File: config.mk
export PLATFORM = sky130hd
export DESIGN_NAME = mem_except
export DESIGN_NICKNAME = d
export VERILOG_FILES = /design/src/source/mips_pkg.sv /design/src/source/mem_except.sv
export VERILOG_INCLUDE_DIRS = /design/src /design/src/source
export SDC_FILE = /design/constraint.sdc
export NUM_CORES = 1
export LEC_CHECK = 0
export BUFFER_PORTS_ARGS = -buffer_cell sky130_fd_sc_hd__buf_2
export CAP_MARGIN = 5
export CORE_AREA = 2 2 93 95
export DETAILED_ROUTE_END_ITERATION = 12
export DIE_AREA = 0 0 95 97
export MAX_ROUTING_LAYER = met4
export PLACE_DENSITY = 0.53
export SYNTH_ARGS = -nofsm -noshare
export SYNTH_HDL_FRONTEND = slang
export SYNTH_SLANG_ARGS = --single-unit
File: constraint.sdc
create_clock -name vclk -period 1.8
set_clock_uncertainty 0.1 [all_clocks]
set_input_delay 0.18 -clock vclk [all_inputs]
set_output_delay 0.18 -clock vclk [all_outputs]
set_load 0.02 [all_outputs]
File: src/source/mips_defs.svh
`ifndef MIPS_DEFS_SVH
`define MIPS_DEFS_SVH

// datapath widths
`define RegBus      32
`define RegAddrBus  5

// cp0 register numbers
`define CP0_REG_STATUS  5'd12
`define CP0_REG_CAUSE   5'd13
`define CP0_REG_EPC     5'd14

// data ram word-address bits, 4 KB
`define RAM_ADDR_BITS   10

`endif

File: src/source/mips_pkg.sv
package mips_pkg;

  // memory opcode from EX
  typedef enum logic [3:0] {
    MOP_NONE = 4'd0,
    MOP_LB   = 4'd1,
    MOP_LBU  = 4'd2,
    MOP_LH   = 4'd3,
    MOP_LHU  = 4'd4,
    MOP_LW   = 4'd5,
    MOP_LWL  = 4'd6,
    MOP_LWR  = 4'd7,
    MOP_SB   = 4'd8,
    MOP_SH   = 4'd9,
    MOP_SW   = 4'd10
  } mem_op_t;

  // MIPS cause codes, no-exception takes an unused code
  typedef enum logic [4:0] {
    EXC_INT  = 5'd0,
    EXC_ADEL = 5'd4,
    EXC_ADES = 5'd5,
    EXC_SYS  = 5'd8,
    EXC_RI   = 5'd10,
    EXC_OV   = 5'd12,
    EXC_TR   = 5'd13,
    EXC_ERET = 5'd14,
    EXC_NONE = 5'd31
  } exc_code_t;

  // access size on the data bus
  typedef enum logic [1:0] {
    SZ_BYTE = 2'd0,
    SZ_HALF = 2'd1,
    SZ_WORD = 2'd2
  } bus_size_t;

endpackage

File: src/source/mem_except.sv
`timescale 1ns/1ps
`include "mips_defs.svh"

module mem_except
  import mips_pkg::*;
(
  input  logic                   rst,
  input  mem_op_t                aluop_i,
  input  logic [`RegBus-1:0]     mem_addr_i,
  input  logic [31:0]            except_i,
  input  logic [`RegBus-1:0]     cp0_status_i,
  input  logic [`RegBus-1:0]     cp0_cause_i,
  input  logic [`RegBus-1:0]     cp0_epc_i,
  input  logic                   wb_cp0_we_i,
  input  logic [`RegAddrBus-1:0] wb_cp0_waddr_i,
  input  logic [`RegBus-1:0]     wb_cp0_wdata_i,
  output logic                   kill_o,
  output exc_code_t              code_o,
  output logic [`RegBus-1:0]     epc_o
);

  logic [`RegBus-1:0] status;
  logic [`RegBus-1:0] cause;
  logic               int_req;
  logic               adel;
  logic               ades;

  // newest cp0 values with writeback winning
  always_comb begin
    status = cp0_status_i;
    cause  = cp0_cause_i;
    epc_o  = cp0_epc_i;
    if (wb_cp0_we_i) begin
      case (wb_cp0_waddr_i)
        `CP0_REG_STATUS: status = wb_cp0_wdata_i;
        // only the software interrupt bits are writable
        `CP0_REG_CAUSE:  cause[9:8] = wb_cp0_wdata_i[9:8];
        `CP0_REG_EPC:    epc_o = wb_cp0_wdata_i;
        default:         ;
      endcase
    end
  end

  // no interrupt while the core is held in reset
  assign int_req = !rst && (|(cause[15:8] & status[15:8])) && !status[1] && status[0];

  assign adel = (aluop_i inside {MOP_LH, MOP_LHU} && mem_addr_i[0]) ||
                (aluop_i == MOP_LW && mem_addr_i[1:0] != 2'b00);
  assign ades = (aluop_i == MOP_SH && mem_addr_i[0]) ||
                (aluop_i == MOP_SW && mem_addr_i[1:0] != 2'b00);

  always_comb begin
    if (int_req) begin
      code_o = EXC_INT;
    end else if (adel) begin
      code_o = EXC_ADEL;
    end else if (ades) begin
      code_o = EXC_ADES;
    end else if (except_i[8]) begin
      code_o = EXC_SYS;
    end else if (except_i[9]) begin
      code_o = EXC_RI;
    end else if (except_i[10]) begin
      code_o = EXC_TR;
    end else if (except_i[11]) begin
      code_o = EXC_OV;
    end else if (except_i[12]) begin
      code_o = EXC_ERET;
    end else begin
      code_o = EXC_NONE;
    end
  end

  assign kill_o = (code_o != EXC_NONE);

endmodule

### After elaboration in Yosys (flattened, before gate mapping)

Cells that the tools add are included.

| cells by class | value |
|---|---|
| equality and inequality tests | 9 |
| multiplexer cells | 14 |
| bitwise logic cells | 1 |
| reductions and logical operators | 14 |

Operators by type and width:

| operator | number |
|---|---|
| 32-bit 2-to-1 mux | 2 |
| 5-bit 2-to-1 mux | 8 |
| 16-bit 2-to-1 mux | 2 |
| 5-bit by 4-bit == test with 1-bit output, second input constant | 3 |
| 8-bit AND | 1 |
| 4-bit by 3-bit == test with 1-bit output, second input constant | 2 |
| 4-bit == test, second input constant | 2 |
| 8-bit OR reduction | 1 |
| 1-bit logical AND | 7 |
| 5-bit != test, second input constant | 1 |
| 4-bit by 2-bit == test with 1-bit output, second input constant | 1 |
| 2-bit 2-to-1 mux | 2 |
| 2-bit nonzero test | 2 |
| 1-bit logical NOT | 2 |
| 1-bit logical OR | 2 |

| word-level totals | value |
|---|---|
| flip-flop bits (word level) | 0 |
| output and inout bits | 38 |
| word-level logic and storage cells | 38 |

### Depth between registers and ports, before layout

| depth | value |
|---|---|
| depth in word-level cells | 10 |
| depth in mapped cells | 7 |
| depth with buffers taken out | 6 |

### Least setup slack after synthesis

Ideal clock, no wire load.

| timing | value |
|---|---|
| kind | in2out |
| from | input port wb_cp0_waddr_i[4] |
| to | output port code_o[1] |
| arrival time | 1.956 ns |
| required time | 1.520 ns |
| slack | -0.436 ns |
| stages on the path | 7 |
| buffers on the path | 1 |
| cell sequence | nand4b_4 > or3_1 > buf_6 > mux2_4 > a22oi_4 > a311oi_4 > nor4b_2 |

| on the way | value |
|---|---|
| word-level cells in the longest chain between the ends | 9 |
| elaborated cells on any way between the ends | 13 |
| classes of those cells | eq/ne: 2; mux: 5; bitwise: 1; reduce/logical: 5 |

Ends and longest elaborated chain:

| item | line | text |
|---|---|---|
| from (decl) | mem_except.sv:15 | `` input logic [`RegAddrBus-1:0] wb_cp0_waddr_i, `` |
| 5-bit by 4-bit == test with 1-bit output | mem_except.sv:34 | `case (wb_cp0_waddr_i)` |
| 2-bit 2-to-1 mux / 16-bit 2-to-1 mux (equally long branches) | mem_except.sv:34 |  |
| 2-bit 2-to-1 mux / 16-bit 2-to-1 mux (equally long branches) | mem_except.sv:33 | `if (wb_cp0_we_i) begin` |
| 8-bit AND | mem_except.sv:45 | `assign int_req = !rst && (\|(cause[15:8] & status[15:8])) && !status[1] && status[0];` |
| 8-bit OR reduction | mem_except.sv:45 |  |
| 1-bit logical AND (2 in a row) | mem_except.sv:45 |  |
| 1-bit logical AND (*) | mem_except.sv:45 |  |
| 5-bit 2-to-1 mux (*) | mem_except.sv:53 | `if (int_req) begin` |
| to (decl) | mem_except.sv:18 | `output exc_code_t code_o,` |

Every way passes the cells marked *; elsewhere a longest branch is shown, timed or not.

### Worst setup path in the final report

Same ends and word-level chain as after synthesis.

==> impl_metrics.yaml <==
run_status:
  status: "complete, but fails checks"
  violations: "setup timing"
floorplanning:
  die_area_mm2: 0.00922
  num_rows: 33
  initial_core_util_pct: 9.72
  die_w_um: 95
  die_h_um: 97
  core_area_mm2: 0.00813
  io_pins: 241
final_layout:
  final_cells: 348
  final_common_cell: "buf_2"
  design.seq.count: 0
  layout-drive-gt1-share_pct: 84.3
  final_nets: 447
  area_growth_pct: 182
  most-common-layout-cells: "buf_2, buf_6, mux2_4, buf_4, nor2_1"
  postLayoutCoreUtil_pct: 27.5
  seq_area_um2: 0
  clkbuf_count: 0
global_routing:
  met2_usage_pct: 19.9
  antenna_found_initial: 1
  grt_use_met1_pct: 10.6
  grtUsageMet3_pct: 1.17
  grt_pass1_vias: 1437
  overflow: 0
  grt_start_max_net_pins: 8
  gr-usage-all-layers_pct: 9.86
  busiest_layer: "met2"
  grt_pass1_wl_mm: 6.98
sta:
  fmax_mhz: 443
  timing.final.ws_setup_ns: -0.459
  setup_viol_count_final: 38
  finalHoldViolCount: 0
  rsz0062_at_grt: "true"
  worstMarginPinSlew_ns: 0.418
  slew_violations: 0
  fin_crit_sh_pct: 125
  min_period_ns: 2.26
  maxSlewHeadroom_pct: 72.1
worst_setup_path:
  critical_path_required_ns: 1.52
  critical-path-max-stage-delay_ns: 0.40
  crit_chain: "buf_6 > nand4b_4 > or3_4 > mux2_4 > a22oi_4 > a311oi_4 > nor4b_4 > buf_4"
  arrival_ns: 1.98
  startpoint: "wb_cp0_waddr_i[4]"
  slowest_stage: "or3_4"
  crit_fanout: 7
  cp-start-kind: "input port"
  critPathCapture: "code_o[1]"
  criticalPathCategory: "input port to primary output"
  endpoint_kind: "primary output"
place:
  dp_hpwl_mm: 3.91
  port_buffers: 138
  placed_cells: 336
  globalplace.congestion: 0.706
  post-place-ws_ns: -0.630
detailed_routing:
  ant_nets: 0
  remaining_drc_errors: 0
  drt-total-wl_mm: 4.87
  wl_per_cell_um: 14.0
  viasPerCell: 3.95
  dr.pass1.iters: 4
  vias: 1376
  drt-initial-drc-count: 19
worst_hold_path:
  hold_path.class: "input port to primary output"
  hp-start: "except_i[8]"
yosys:
  yosys-top-cells-area: "mux2_2, nor2_1, a311oi_4, a21oi_1, nand4b_4"
  syn_nets: 293
  synthesis.area_um2: 791
  yosys.area.top_type: "mux2_2"
  synth.yosys.seq_area_share_pct: 0
  ys_types: 30
  syn_avg_cell_area_um2: 8.79
  yosys.area.top_type_share_pct: 49.8
  syn_inst: 90
  ys_warn_count: 0
clock_tree:
  holdBufCountCts: 0
power_and_ir_drop:
  total_power_uw: 483
  p_leak_nw: 1.14
  ir_drop_mv: 0.0706
  power-per-cell-area_mw_per_mm2: 216
run:
  maxCapViolCount: 0
-- layout make-up --
type / instances / area, um2
antenna: 1 / 2.50
fill: 848 / 5900
inverter: 1 / 3.75
tap: 105 / 131
multi-input combinational: 84 / 926
timing repair buffer: 157 / 1170
-- per-stage QoR --
step                      TNS [ns]  cell area (um2)  hold slack, ns
after CTS                   -11.69             2180           0.570
after global routing        -13.03             2230           0.579
final                       -10.21             2230           0.565
after floorplan              -1.56              803           0.300
after detailed placement     -6.11             1670           0.571
after global placement       -5.31             1670           0.560
-- synthesized netlist by cell type --
master and n:
mux2_2 35, a22oi_4 1, or3_1 1, nor4b_2 1
a222oi_1 2, a32oi_1 1, a22oi_1 1, nand4b_1 1
nand2_1 5, a21oi_1 5, a31oi_1 2, and4b_1 1
nor2b_1 1, nand4b_4 1, mux2i_1 2, clkbuf_1 4
xnor2_1 1, o22a_1 1, a311oi_4 1, inv_1 1
nor2_1 12, nor3b_1 2, mux2_4 1, buf_6 1
o22ai_1 1, or3b_2 1, nor4_1 1, or2_2 1
a221o_1 1, or2_1 1
-- cells by family (layout without fill, tap and decap cells) --
family | Yosys count | after routing | synth area share [%]
AOI/OAI and AO/OA | 16 | 16 | 18.5
xor gates and xnor gates | 1 | 1 | 1.11
buffers and inverters | 6 | 158 | 3.80
muxes | 38 | 38 | 54.3
other | 0 | 1 | 0
and+or+nand+nor | 29 | 29 | 22.3
-- per-layer routing --
metal | vias to the layer above | part of all wire [%]
met5 | - | 0
li1 | 662 | -
met2 | 82 | 56
met4 | 0 | 0.31
met1 | 630 | 36
met3 | 2 | 7.3
-- how the worst min path moves through the flow --
stage,endpoint,cells past startpoint,slack (ns)
6_report,code_o[1],3,0.57
5_1_grt,epc_o[30],3,0.58
4_1_cts,code_o[1],3,0.57
3_5_place_dp,code_o[1],3,0.57
3_3_place_gp,code_o[1],3,0.56
2_1_floorplan,code_o[1],1,0.30
-- what timing repair did --
item	CTS	global route
resized for setup	103	21
setup endpoints to repair	38	38
hold endpoints to repair	0	0
cloned	4	0
buffers inserted	7	1
pin swaps	5	3
-- power by group --
part             total [mW]  internal, mW  switching (mW)
logic                 0.483         0.281           0.202
clock network  0.0000000743  0.0000000743               0
registers                 0             0               0
total                 0.483         0.281           0.202
-- critical path, delay by kind of cell --
kind	cells	cell delay (ns)
compound gates	2	0.34
buf+inv	2	0.27
mux	1	0.33
simple gates	3	0.85
No activity file was read; power rests on OpenSTA's default activity.
