$ cat config.mk
export PLATFORM = sky130hd
export DESIGN_NAME = mem_lsu_flat
export DESIGN_NICKNAME = d
export VERILOG_FILES = /design/src/source/mips_pkg.sv /design/src/source/data_bus_if.sv /design/src/source/mem_lsu.sv /design/src/flat_wrapper.sv
export VERILOG_INCLUDE_DIRS = /design/src /design/src/source
export SDC_FILE = /design/constraint.sdc
export NUM_CORES = 1
export LEC_CHECK = 0
export BUFFER_PORTS_ARGS = -buffer_cell sky130_fd_sc_hd__clkbuf_2
export CAP_MARGIN = 20
export CORE_AREA = 2 2 92 94
export DETAILED_ROUTE_END_ITERATION = 6
export DIE_AREA = 0 0 94 96
export PLACE_DENSITY = 0.74
export SLEW_MARGIN = 20
export SYNTH_ARGS = -nofsm -noshare
export SYNTH_HDL_FRONTEND = slang
export SYNTH_SLANG_ARGS = --single-unit
$ cat constraint.sdc
create_clock -name clk -period 3.2 [get_ports clk]
set_input_delay 0.32 -clock clk [delete_from_list [all_inputs] [get_ports clk]]
set_output_delay 0.32 -clock clk [all_outputs]
set_load 0.02 [all_outputs]
$ cat src/source/mips_defs.svh
`ifndef MIPS_DEFS_SVH
`define MIPS_DEFS_SVH

// datapath widths
`define RegBus      32
`define RegAddrBus  5

// cp0 register numbers
`define CP0_REG_STATUS  5'd12
`define CP0_REG_CAUSE   5'd13
`define CP0_REG_EPC     5'd14

// data ram word-address bits, 4 KB
`define RAM_ADDR_BITS   10

`endif

$ cat src/source/mips_pkg.sv
package mips_pkg;

  // memory opcode from EX
  typedef enum logic [3:0] {
    MOP_NONE = 4'd0,
    MOP_LB   = 4'd1,
    MOP_LBU  = 4'd2,
    MOP_LH   = 4'd3,
    MOP_LHU  = 4'd4,
    MOP_LW   = 4'd5,
    MOP_LWL  = 4'd6,
    MOP_LWR  = 4'd7,
    MOP_SB   = 4'd8,
    MOP_SH   = 4'd9,
    MOP_SW   = 4'd10
  } mem_op_t;

  // MIPS cause codes, no-exception takes an unused code
  typedef enum logic [4:0] {
    EXC_INT  = 5'd0,
    EXC_ADEL = 5'd4,
    EXC_ADES = 5'd5,
    EXC_SYS  = 5'd8,
    EXC_RI   = 5'd10,
    EXC_OV   = 5'd12,
    EXC_TR   = 5'd13,
    EXC_ERET = 5'd14,
    EXC_NONE = 5'd31
  } exc_code_t;

  // access size on the data bus
  typedef enum logic [1:0] {
    SZ_BYTE = 2'd0,
    SZ_HALF = 2'd1,
    SZ_WORD = 2'd2
  } bus_size_t;

endpackage

$ cat src/source/data_bus_if.sv
`timescale 1ns/1ps
`include "mips_defs.svh"

interface data_bus_if import mips_pkg::*; ();

  logic               req;
  logic               wr;
  bus_size_t          size;
  logic [`RegBus-1:0] addr;
  logic [`RegBus-1:0] wdata;
  logic               addr_ok;
  logic               data_ok;
  logic [`RegBus-1:0] rdata;

  modport master (output req, wr, size, addr, wdata,
                  input  addr_ok, data_ok, rdata);

  modport slave  (input  req, wr, size, addr, wdata,
                  output addr_ok, data_ok, rdata);

endinterface

$ cat src/source/mem_lsu.sv
`timescale 1ns/1ps
`include "mips_defs.svh"

module mem_lsu
  import mips_pkg::*;
(
  input  logic               clk,
  input  logic               rst,
  input  mem_op_t            aluop_i,
  input  logic [`RegBus-1:0] mem_addr_i,
  input  logic [`RegBus-1:0] reg2_i,
  input  logic [`RegBus-1:0] wdata_i,
  input  logic               kill_i,
  data_bus_if.master         bus,
  output logic               stall_o,
  output logic [`RegBus-1:0] result_o
);

  logic               is_store;
  logic               is_mem;
  logic               issue;
  logic               pending;
  logic [1:0]         offset;
  logic [`RegBus-1:0] rdata;
  logic [7:0]         rd_byte;
  logic [15:0]        rd_half;

  assign offset = mem_addr_i[1:0];
  assign rdata  = bus.rdata;

  assign is_store = aluop_i inside {MOP_SB, MOP_SH, MOP_SW};
  assign is_mem   = is_store ||
                    aluop_i inside {MOP_LB, MOP_LBU, MOP_LH, MOP_LHU,
                                    MOP_LW, MOP_LWL, MOP_LWR};

  // excepting ops never reach the bus
  assign issue   = is_mem && !kill_i;
  assign bus.req = issue && !pending;
  assign bus.wr  = is_store;

  // hold upstream until the answer is back
  assign stall_o = issue && !(pending && bus.data_ok);

  always_ff @(posedge clk) begin
    if (rst) begin
      pending <= 1'b0;
    end else if (bus.req && bus.addr_ok) begin
      pending <= 1'b1;
    end else if (bus.data_ok) begin
      pending <= 1'b0;
    end
  end

  // address, size and lane-replicated store data
  always_comb begin
    bus.addr  = mem_addr_i;
    bus.size  = SZ_WORD;
    bus.wdata = reg2_i;
    case (aluop_i)
      MOP_LB, MOP_LBU: begin
        bus.size = SZ_BYTE;
      end
      MOP_LH, MOP_LHU: begin
        bus.size = SZ_HALF;
      end
      MOP_LWL, MOP_LWR: begin
        bus.addr = {mem_addr_i[`RegBus-1:2], 2'b00};
      end
      MOP_SB: begin
        bus.size  = SZ_BYTE;
        bus.wdata = {4{reg2_i[7:0]}};
      end
      MOP_SH: begin
        bus.size  = SZ_HALF;
        bus.wdata = {2{reg2_i[15:0]}};
      end
      default: ;
    endcase
  end

  // big-endian lanes with offset 0 as the top byte
  always_comb begin
    case (offset)
      2'd0:    rd_byte = rdata[31:24];
      2'd1:    rd_byte = rdata[23:16];
      2'd2:    rd_byte = rdata[15:8];
      default: rd_byte = rdata[7:0];
    endcase
  end

  assign rd_half = offset[1] ? rdata[15:0] : rdata[31:16];

  always_comb begin
    case (aluop_i)
      MOP_LB:  result_o = {{24{rd_byte[7]}}, rd_byte};
      MOP_LBU: result_o = {24'd0, rd_byte};
      MOP_LH:  result_o = {{16{rd_half[15]}}, rd_half};
      MOP_LHU: result_o = {16'd0, rd_half};
      MOP_LW:  result_o = rdata;
      MOP_LWL: begin
        // memory fills from the left
        case (offset)
          2'd0:    result_o = rdata;
          2'd1:    result_o = {rdata[23:0], reg2_i[7:0]};
          2'd2:    result_o = {rdata[15:0], reg2_i[15:0]};
          default: result_o = {rdata[7:0], reg2_i[23:0]};
        endcase
      end
      MOP_LWR: begin
        // memory fills from the right
        case (offset)
          2'd0:    result_o = {reg2_i[31:8], rdata[31:24]};
          2'd1:    result_o = {reg2_i[31:16], rdata[31:16]};
          2'd2:    result_o = {reg2_i[31:24], rdata[31:8]};
          default: result_o = rdata;
        endcase
      end
      default: result_o = wdata_i;
    endcase
  end

endmodule

$ cat src/flat_wrapper.sv
// flat-port wrapper written by rule: the top's interface ports become plain ports
module mem_lsu_flat import mips_pkg::*;
  (clk, rst, aluop_i, mem_addr_i, reg2_i, wdata_i, kill_i, stall_o, result_o, bus_req, bus_wr, bus_size, bus_addr, bus_wdata, bus_addr_ok, bus_data_ok, bus_rdata);
  data_bus_if bus_i ();
  input  logic clk;
  input  logic rst;
  input  mem_op_t aluop_i;
  input  logic [`RegBus-1:0] mem_addr_i;
  input  logic [`RegBus-1:0] reg2_i;
  input  logic [`RegBus-1:0] wdata_i;
  input  logic kill_i;
  output logic stall_o;
  output logic [`RegBus-1:0] result_o;
  output wire logic [$bits(bus_i.req)-1:0] bus_req;
  output wire logic [$bits(bus_i.wr)-1:0] bus_wr;
  output wire logic [$bits(bus_i.size)-1:0] bus_size;
  output wire logic [$bits(bus_i.addr)-1:0] bus_addr;
  output wire logic [$bits(bus_i.wdata)-1:0] bus_wdata;
  input wire logic [$bits(bus_i.addr_ok)-1:0] bus_addr_ok;
  input wire logic [$bits(bus_i.data_ok)-1:0] bus_data_ok;
  input wire logic [$bits(bus_i.rdata)-1:0] bus_rdata;
  assign bus_req = bus_i.req;
  assign bus_wr = bus_i.wr;
  assign bus_size = bus_i.size;
  assign bus_addr = bus_i.addr;
  assign bus_wdata = bus_i.wdata;
  assign bus_i.addr_ok = bus_addr_ok;
  assign bus_i.data_ok = bus_data_ok;
  assign bus_i.rdata = bus_rdata;
  mem_lsu u_core (.clk(clk), .rst(rst), .aluop_i(aluop_i), .mem_addr_i(mem_addr_i), .reg2_i(reg2_i), .wdata_i(wdata_i), .kill_i(kill_i), .bus(bus_i), .stall_o(stall_o), .result_o(result_o));
endmodule
# Word level (Yosys, flattened, before mapping)
# Index checks and enable logic that the tools add are counted.
# classes
eq_ne,12
muxes,10
reduce_logical,16
# op_table
op,n
one-hot mux 32 bit (7 select lines),1
one-hot mux 32 bit (3 select lines),2
one-hot mux 32 bit (2 select lines),1
one-hot mux 8 bit (3 select lines),1
equality test 4 x 3 -> 1 bit (second input constant),4
two-way mux 16 bit,1
equality test 4 bit (second input constant),3
equality test 4 x 2 -> 1 bit (second input constant),2
nonzero test 7 bit,1
OR reduction 3 bit,2
logical AND 1 bit,5
equality test 4 x 1 -> 1 bit (second input constant),1
one-hot mux 2 bit (2 select lines),1
zero test 1 bit,3
nonzero test 3 bit,1
equality test 2 x 1 -> 1 bit (second input constant),1
equality test 2 bit (second input constant),1
zero test 2 bit,1
two-way mux 1 bit,2
two-way mux 2 bit,1
nonzero test 2 bit,1
OR reduction 2 bit,1
logical OR 1 bit,1
# word_totals
regBits,1
in_bits,137
output_inout_bits,101

# Depth between registers and ports, before layout
# Gate-level depths: netlist of the first run.
# depth
depth_word,7
ltp_mapped,8
mapped_depth_nobuf,4

# Worst setup path after synthesis of the first run
# OpenSTA, ideal clock, no wires.
# synth_timing
path_kind,input to output
startpoint,in aluop_i[0]
endpoint,out result_o[16]
t_arrival_ns,1.759
required_ns,2.880
path_slack_ns,1.121
cell_stages,6
cell_sequence,buf_6 nor4bb_1 clkbuf_1 clkbuf_1 o211ai_1 a41oi_1
# synth_between
elab_chain_len,2
elab_cells_between_ends,8
# synth_lines
element,line_no,source
"start, declared",flat_wrapper.sv:7,input mem_op_t aluop_i;
"equality test 4 x 3 -> 1 bit, or another cell as far along",mem_lsu.sv:94,case (aluop_i)
one-hot mux 32 bit (7 select lines) *,mem_lsu.sv:94,
"end, declared",flat_wrapper.sv:13,output logic [`RegBus-1:0] result_o;
# Mark *: on every way between the ends. The rest lies on a longest branch, timed or not.

# Final worst setup path of the first run
# layout_timing
startpoint,in aluop_i[0]
endpoint,out result_o[10]
# The elaborated chain is that of the path after synthesis.

==> metrics.md, run 1 <==
| Metric | Value |
|---|---|
| Run status | finished, final reports clean |
| Post-route clock period utilization | 87.5% |
| R2r startpoint | u_core.pending |
| Total of max-cap violations | 0 |
| Per-cell routed wire length | roughly 21 um |
| Cell type with the largest total area after synthesis | mux2_2 |
| Via Count | 3740 |
| CP Data Required Time | 2.88 ns |
| PostCTS Resize Cnt | 0 |
| Startpoint types | input port |
| Gr ovfl total | 0 |
| Async set or reset register ratio after synthesis | 0% |
| Leakage | 1.65 nW |
| Initial drt markers | 286 |
| Top Registers | u_core.pending (1) |
| Hold path startpoint | rst |
| Hold slack | between 0.4 and 0.5 ns |
| Min-Delay Path Class | in -> reg |
| Mapped Avg Cell Area | 7.71 um^2 |
| Initial antenna violation count | 0 |
| Hold Vio Cnt, Final | 0 |
| Layout cells sized above 1 | 53.4% |
| Sequential-to-total area share from yosys stat | less than 1% |
| Synth warn | 0 |
| Initial Util | 34.7% |
| N_diodes | 0 |
| PD cells | 179 nW/um^2 |
| Post-CTS setup buffer count | 0 |
| Largest net degree at the start of global routing | 26 |
| Setup Crit Path Kind | in -> out |
| Top Ports | 238 |
| Hold buffer count at CTS | 0 |
| Place WS | about 0.49 ns |
| Clk_skew | 0 ns |
| Critical Path Start | aluop_i[0] |
| Drt pass-1 iters | 6 |
| Synth Instances | 363 |
| Worst path arrival time | 2.48 ns |
| RSZ-0062 raised after global routing | no |
| # fillers | roughly 850 |
| Slew of the pin with the lowest slew margin | 0.732 ns |
| Endpoints failing setup | 0 |
| Number of flip-flops in the largest register | 1 |
| Placed cell area | 3530 um^2 |
| Dpl hpwl | 9450 um |
| Most common cell in the synthesized netlist | buf_4 |
| Nets@finish | 630 |
| Max IR drop VDD | 74.2 uV |
| Area grow syn2layout | 26.1% |
| Slowest CP cell | and4b_1 |
| Clock slew at reported path FFs | 0 ns |
| Vias/cell | approximately 6.3 |
| Die span in y | 96 um |
| Top cell type's share of synthesized area | 13.3% |
| Post-Syn Nets | 500 |
| Post-route ant nets | 0 |
| Crit. End Element | output port |
| Max stage delay on crit path | ~0.72 ns |
| Drt drc | 0 |
| Die width | 94 um |
| Number of synthesized flops with an enable pin | 0 |
| Slew Limit Fails | 0 |
| PortBufs | 177 |
| Post-Route WL | ~13000 um |
| Clk_lat worst skew | 0 ns |
| Fmax | 357 MHz |
| First-pass GRT wire length | 18600 um |
| Rows | 33 |
| Most flop-heavy register | u_core.pending |
| Synth top area cells | mux2_2 (13%), buf_4 (12%), mux2i_1 (11%) |
| Worst-path cell chain | clkbuf_2, buf_4, and4b_1, nand2_1, a21o_1, a31oi_1, clkbuf_2 |
| Most common cell on crit path | clkbuf_2 |
| Vias in the first global route | 3487 |
| Most frequent cells after synthesis | buf_4 (46), nor2_1 (39), mux2_2 (33) |
| Synthesized area | 2800 um^2 |
| Ys flop type | dfxtp_1 |
| Final min period | between 2 and 3 ns |
| FF+latch count, synth | 1 |
| CP top delay family | simple AND/OR/NAND/NOR gates |
| Post-route cell area | 3530 um^2 |
| Die ar. | 9020 um^2 |
| Yosys cell types | 60 |
| Rel. slew slack | 51.2% |
| CP Max Fanout | 16 |
| Total track usage | 26.0% |
| Final GP Congestion | 0.931 |
| Crit path buffers/inverters | 3 |
| Worst Slack Setup Final | 0.399 ns |
| Core box area | between 8000 and 9000 um^2 |
| Setup TNS | 0 ns |
==> power by group <==
group / internal (mW) / switching, mW
clock network: 0 / 0
logic: 0.242 / 0.375
registers: 0.0134 / 0.000561
==> per-stage QoR <==
step | utilization [%] | std cells | total power [mW]
final | 43.8 | 596 | 0.630
after global routing | 43.8 | 596 | 0.674
after CTS | 43.8 | 596 | 0.625
after detailed placement | 43.8 | 596 | 0.622
after global placement | 43.8 | 596 | 0.615
after floorplan | - | 363 | 0.443
==> worst reg2reg max path: cells and delay by family (launching register included) <==
kind / cells / cell delay, ns
simple gates: 1 / 0.35
flops: 1 / 0.31
compound gates: 1 / 0.14
==> layout make-up <==
class / count / area (um^2) / area share, %
multi-input combinational: 289 / 2320 / 65.7
tap: 105 / 131 / 3.72
inverter: 2 / 7.51 / 0.213
sequential: 1 / 20.0 / 0.568
timing repair buffer: 199 / 1050 / 29.8
==> cells in the final DEF, fill, tap and decap left out, drive strengths merged, types with 4 or more instances in the layout <==
master / synthesis / routed
clkbuf: 9 / 177
nor2: 40 / 40
mux2: 34 / 34
mux2i: 32 / 32
nand2: 24 / 24
buf: 62 / 22
a21oi: 21 / 21
a222oi: 16 / 16
nand2b: 9 / 9
a41oi: 9 / 9
a32oi: 8 / 8
o21ai: 8 / 8
o211ai: 8 / 8
a22oi: 8 / 8
a31oi: 7 / 7
a22o: 6 / 6
nor3: 6 / 6
mux4: 5 / 5
o221a: 5 / 5
o221ai: 5 / 5
a21o: 4 / 4
a221oi: 4 / 4
==> cells by family after synthesis <==
family	Yosys count	synth area share (%)
compound gates	126	36.4
xor+xnor	1	0.313
buf+inv	73	17.5
flops	1	0.716
mux	71	29.3
simple gates	91	15.8
==> final timing paths <==
| path | endpoint | slack [ns] | cells after the start |
|---|---|---|---|
| hold reg to reg | u_core.pending | 0.49 | 2 |
| setup / recovery | result_o[10] | 0.40 | 7 |
| hold / removal | u_core.pending | 0.49 | 2 |
| setup reg to reg | u_core.pending | 2.33 | 2 |
==> layer usage <==
metal  vias up  track usage (%)  share of wire [%]
met5         -                0                  0
met4         0             7.25                2.2
met3        36             6.50                 12
met2       293             40.9                 46
met1      1744             35.3                 40
li1       1667                -                  -
Power figures use the tool's default switching activity.
==> inputs of run 2 (changes only) <==
CELL_PAD_IN_SITES_DETAIL_PLACEMENT = 0   (was not set)
CELL_PAD_IN_SITES_GLOBAL_PLACEMENT = 1   (was not set)
CORE_AREA = not set   (was 2 2 92 94)
CORE_MARGIN = 2   (was not set)
CORE_UTILIZATION = 28   (was not set)
DIE_AREA = not set   (was 0 0 94 96)
PLACE_DENSITY = not set   (was 0.74)
PLACE_DENSITY_LB_ADDON = 0.1   (was not set)
==> run 2 against run 1 <==
Net effect:
- global-route usage shrank 4.0 points
- critical path depth shrank 1
- maximum frequency grew 6.6%
- sequential power is essentially flat
- sequential share of layout area is essentially flat
- first-iteration DRC count shrank 30%
- worst setup slack gained 0.17 ns
- core utilization shrank 7.0 points
==> metrics.md, run 2 (synthesis gave the netlist of run 1 again) <==
| Metric | Value |
|---|---|
| Number of flip-flops in the largest register | 1 (unchanged) |
| Hold Vio Cnt, Final | 0 (unchanged) |
| Clk_skew | 0 ns (unchanged) |
| Setup TNS | 0 ns (unchanged) |
| Dpl hpwl | 9730 um (+3.0%) |
| Final min period | 2.63 ns (-0.174 ns) |
| Die ar. | 10800 um^2 (+20%) |
| R2r startpoint | u_core.pending |
| Initial Util | 28.8% (-6.0 points) |
| Worst-path cell chain | clkbuf_2, mux4_2, o21a_1, nor2_2, a31oi_1, clkbuf_2 |
| Fmax | 381 MHz (+6.6%) |
| Clk_lat worst skew | 0 ns (unchanged) |
| Gr ovfl total | 0 (unchanged) |
| Most flop-heavy register | u_core.pending |
| Max stage delay on crit path | 0.60 ns (-0.12 ns) |
| Area grow syn2layout | 28.0% |
| Leakage | 1.66 nW (+0.63%) |
| Initial drt markers | 201 (-30%) |
| # fillers | 1136 (+34%) |
| Most common library cell in the layout ignoring fill and taps | clkbuf_2 |
| Top Ports | 238 (unchanged) |
| Total track usage | 22.1% (-4.0 points) |
| Post-route ant nets | 0 (unchanged) |
| Place WS | 0.565 ns (+0.0787 ns) |
| Rows | 36 (+9.1%) |
| Layout cells sized above 1 | 53.5% (+0.095 points) |
| Slowest CP cell | mux4_2 |
| Run status | finished, final reports clean |
| Setup Crit Path Kind | in -> out |
| Hold path startpoint | rst |
| Die width | 104 um (+11%) |
| Min-Delay Path Class | in -> reg |
| Rel. slew slack | 58.2% (+7.0 points) |
| PD cells | 175 nW/um^2 (-2.0%) |
| Core box area | 9730 um^2 (+21%) |
| Post-Route WL | 12800 um (+2.3%) |
| Top Registers | u_core.pending (1) |
| Endpoints failing setup | 0 (unchanged) |
| PortBufs | 177 (unchanged) |
| Slew of the pin with the lowest slew margin | 0.628 ns (-0.104 ns) |
| N_diodes | 0 (unchanged) |
| CP top delay family | multiplexers |
| Final GP Congestion | 0.824 (-12%) |
| PostCTS Resize Cnt | 0 (unchanged) |
| Clock slew at reported path FFs | 0 ns (unchanged) |
| Worst path arrival time | 2.31 ns (-0.17 ns) |
| Max IR drop VDD | 61.0 uV (-18%) |
| Drt pass-1 iters | 6 (unchanged) |
| Initial antenna violation count | 0 (unchanged) |
| CP Data Required Time | 2.88 ns (about the same) |
| CP Max Fanout | 16 (unchanged) |
| RSZ-0062 raised after global routing | no |
| Hold buffer count at CTS | 0 (unchanged) |
| Post-route clock period utilization | 82.1% (-5.4 points) |
| Per-cell routed wire length | 20.5 um (-2.4%) |
| Total of max-cap violations | 0 (unchanged) |
| Crit path buffers/inverters | 2 (-1) |
| Nets@finish | 631 (+0.16%) |
| Most common cell on crit path | clkbuf_2 |
| Crit. End Element | output port |
| Critical Path Start | mem_addr_i[0] |
| Largest net degree at the start of global routing | 42 (+62%) |
| Slew Limit Fails | 0 (unchanged) |
| Die span in y | 104 um (+8.3%) |
| Via Count | 3558 (-4.9%) |
| Worst Slack Setup Final | 0.573 ns (+0.174 ns) |
| Commonest non-fill, non-tap cells in the layout | clkbuf_2 (177), nor2_1 (38), mux2_2 (33), mux2i_1 (32), nand2_1 (23) |
| Post-CTS setup buffer count | 0 (unchanged) |
| Startpoint types | input port |
| Drt drc | 0 (unchanged) |
| First-pass GRT wire length | 19500 um (+4.5%) |
| Vias in the first global route | 3422 (-1.9%) |
| Vias/cell | 5.69 (-9.3%) |
| Post-Route Utilization | 36.8% (-7.0 points) |
-- run 2: worst paths after layout --
path                    endpoint  slack, ns  depth (start not counted)
setup / recovery    result_o[10]       0.57                          6
setup reg to reg  u_core.pending       2.32                          2
hold reg to reg   u_core.pending       0.49                          2
hold / removal    u_core.pending       0.48                          2
-- run 2: metrics by stage --
step	power [mW]	instances	cell area [um^2]	hold WS, ns
2_1_floorplan	0.443	363	2800	0.389
3_3_place_gp	0.628	625	3580	0.476
3_5_place_dp	0.627	625	3580	0.476
4_1_cts	0.629	625	3580	0.479
5_1_grt	0.673	625	3580	0.492
6_report	0.628	625	3580	0.479
-- run 2: layout make-up --
type | count | area, um^2 | area share, %
Multi-Input combinational cell | 289 | 2320 | 64.7
Timing Repair Buffer | 200 | 1070 | 29.9
Tap cell | 133 | 166 | 4.65
Sequential cell | 1 | 20.0 | 0.559
Inverter | 2 | 7.51 | 0.210
-- run 2: per-layer routing --
metal | vias up | GRT usage, % | wire, um
met4 | 0 | 4.34 | 257
li1 | 1673 | - | -
met1 | 1668 | 29.5 | 5630
met2 | 191 | 37.6 | 5890
met5 | - | 0 | 0
met3 | 26 | 3.32 | 1060
-- run 2: power breakdown --
part	leakage [nW]	internal (mW)	switching (mW)	total (mW)
Combinational	1.65	0.243	0.371	0.614
Clock	0	0	0	0
Sequential	0.00818	0.0134	0.000581	0.0140
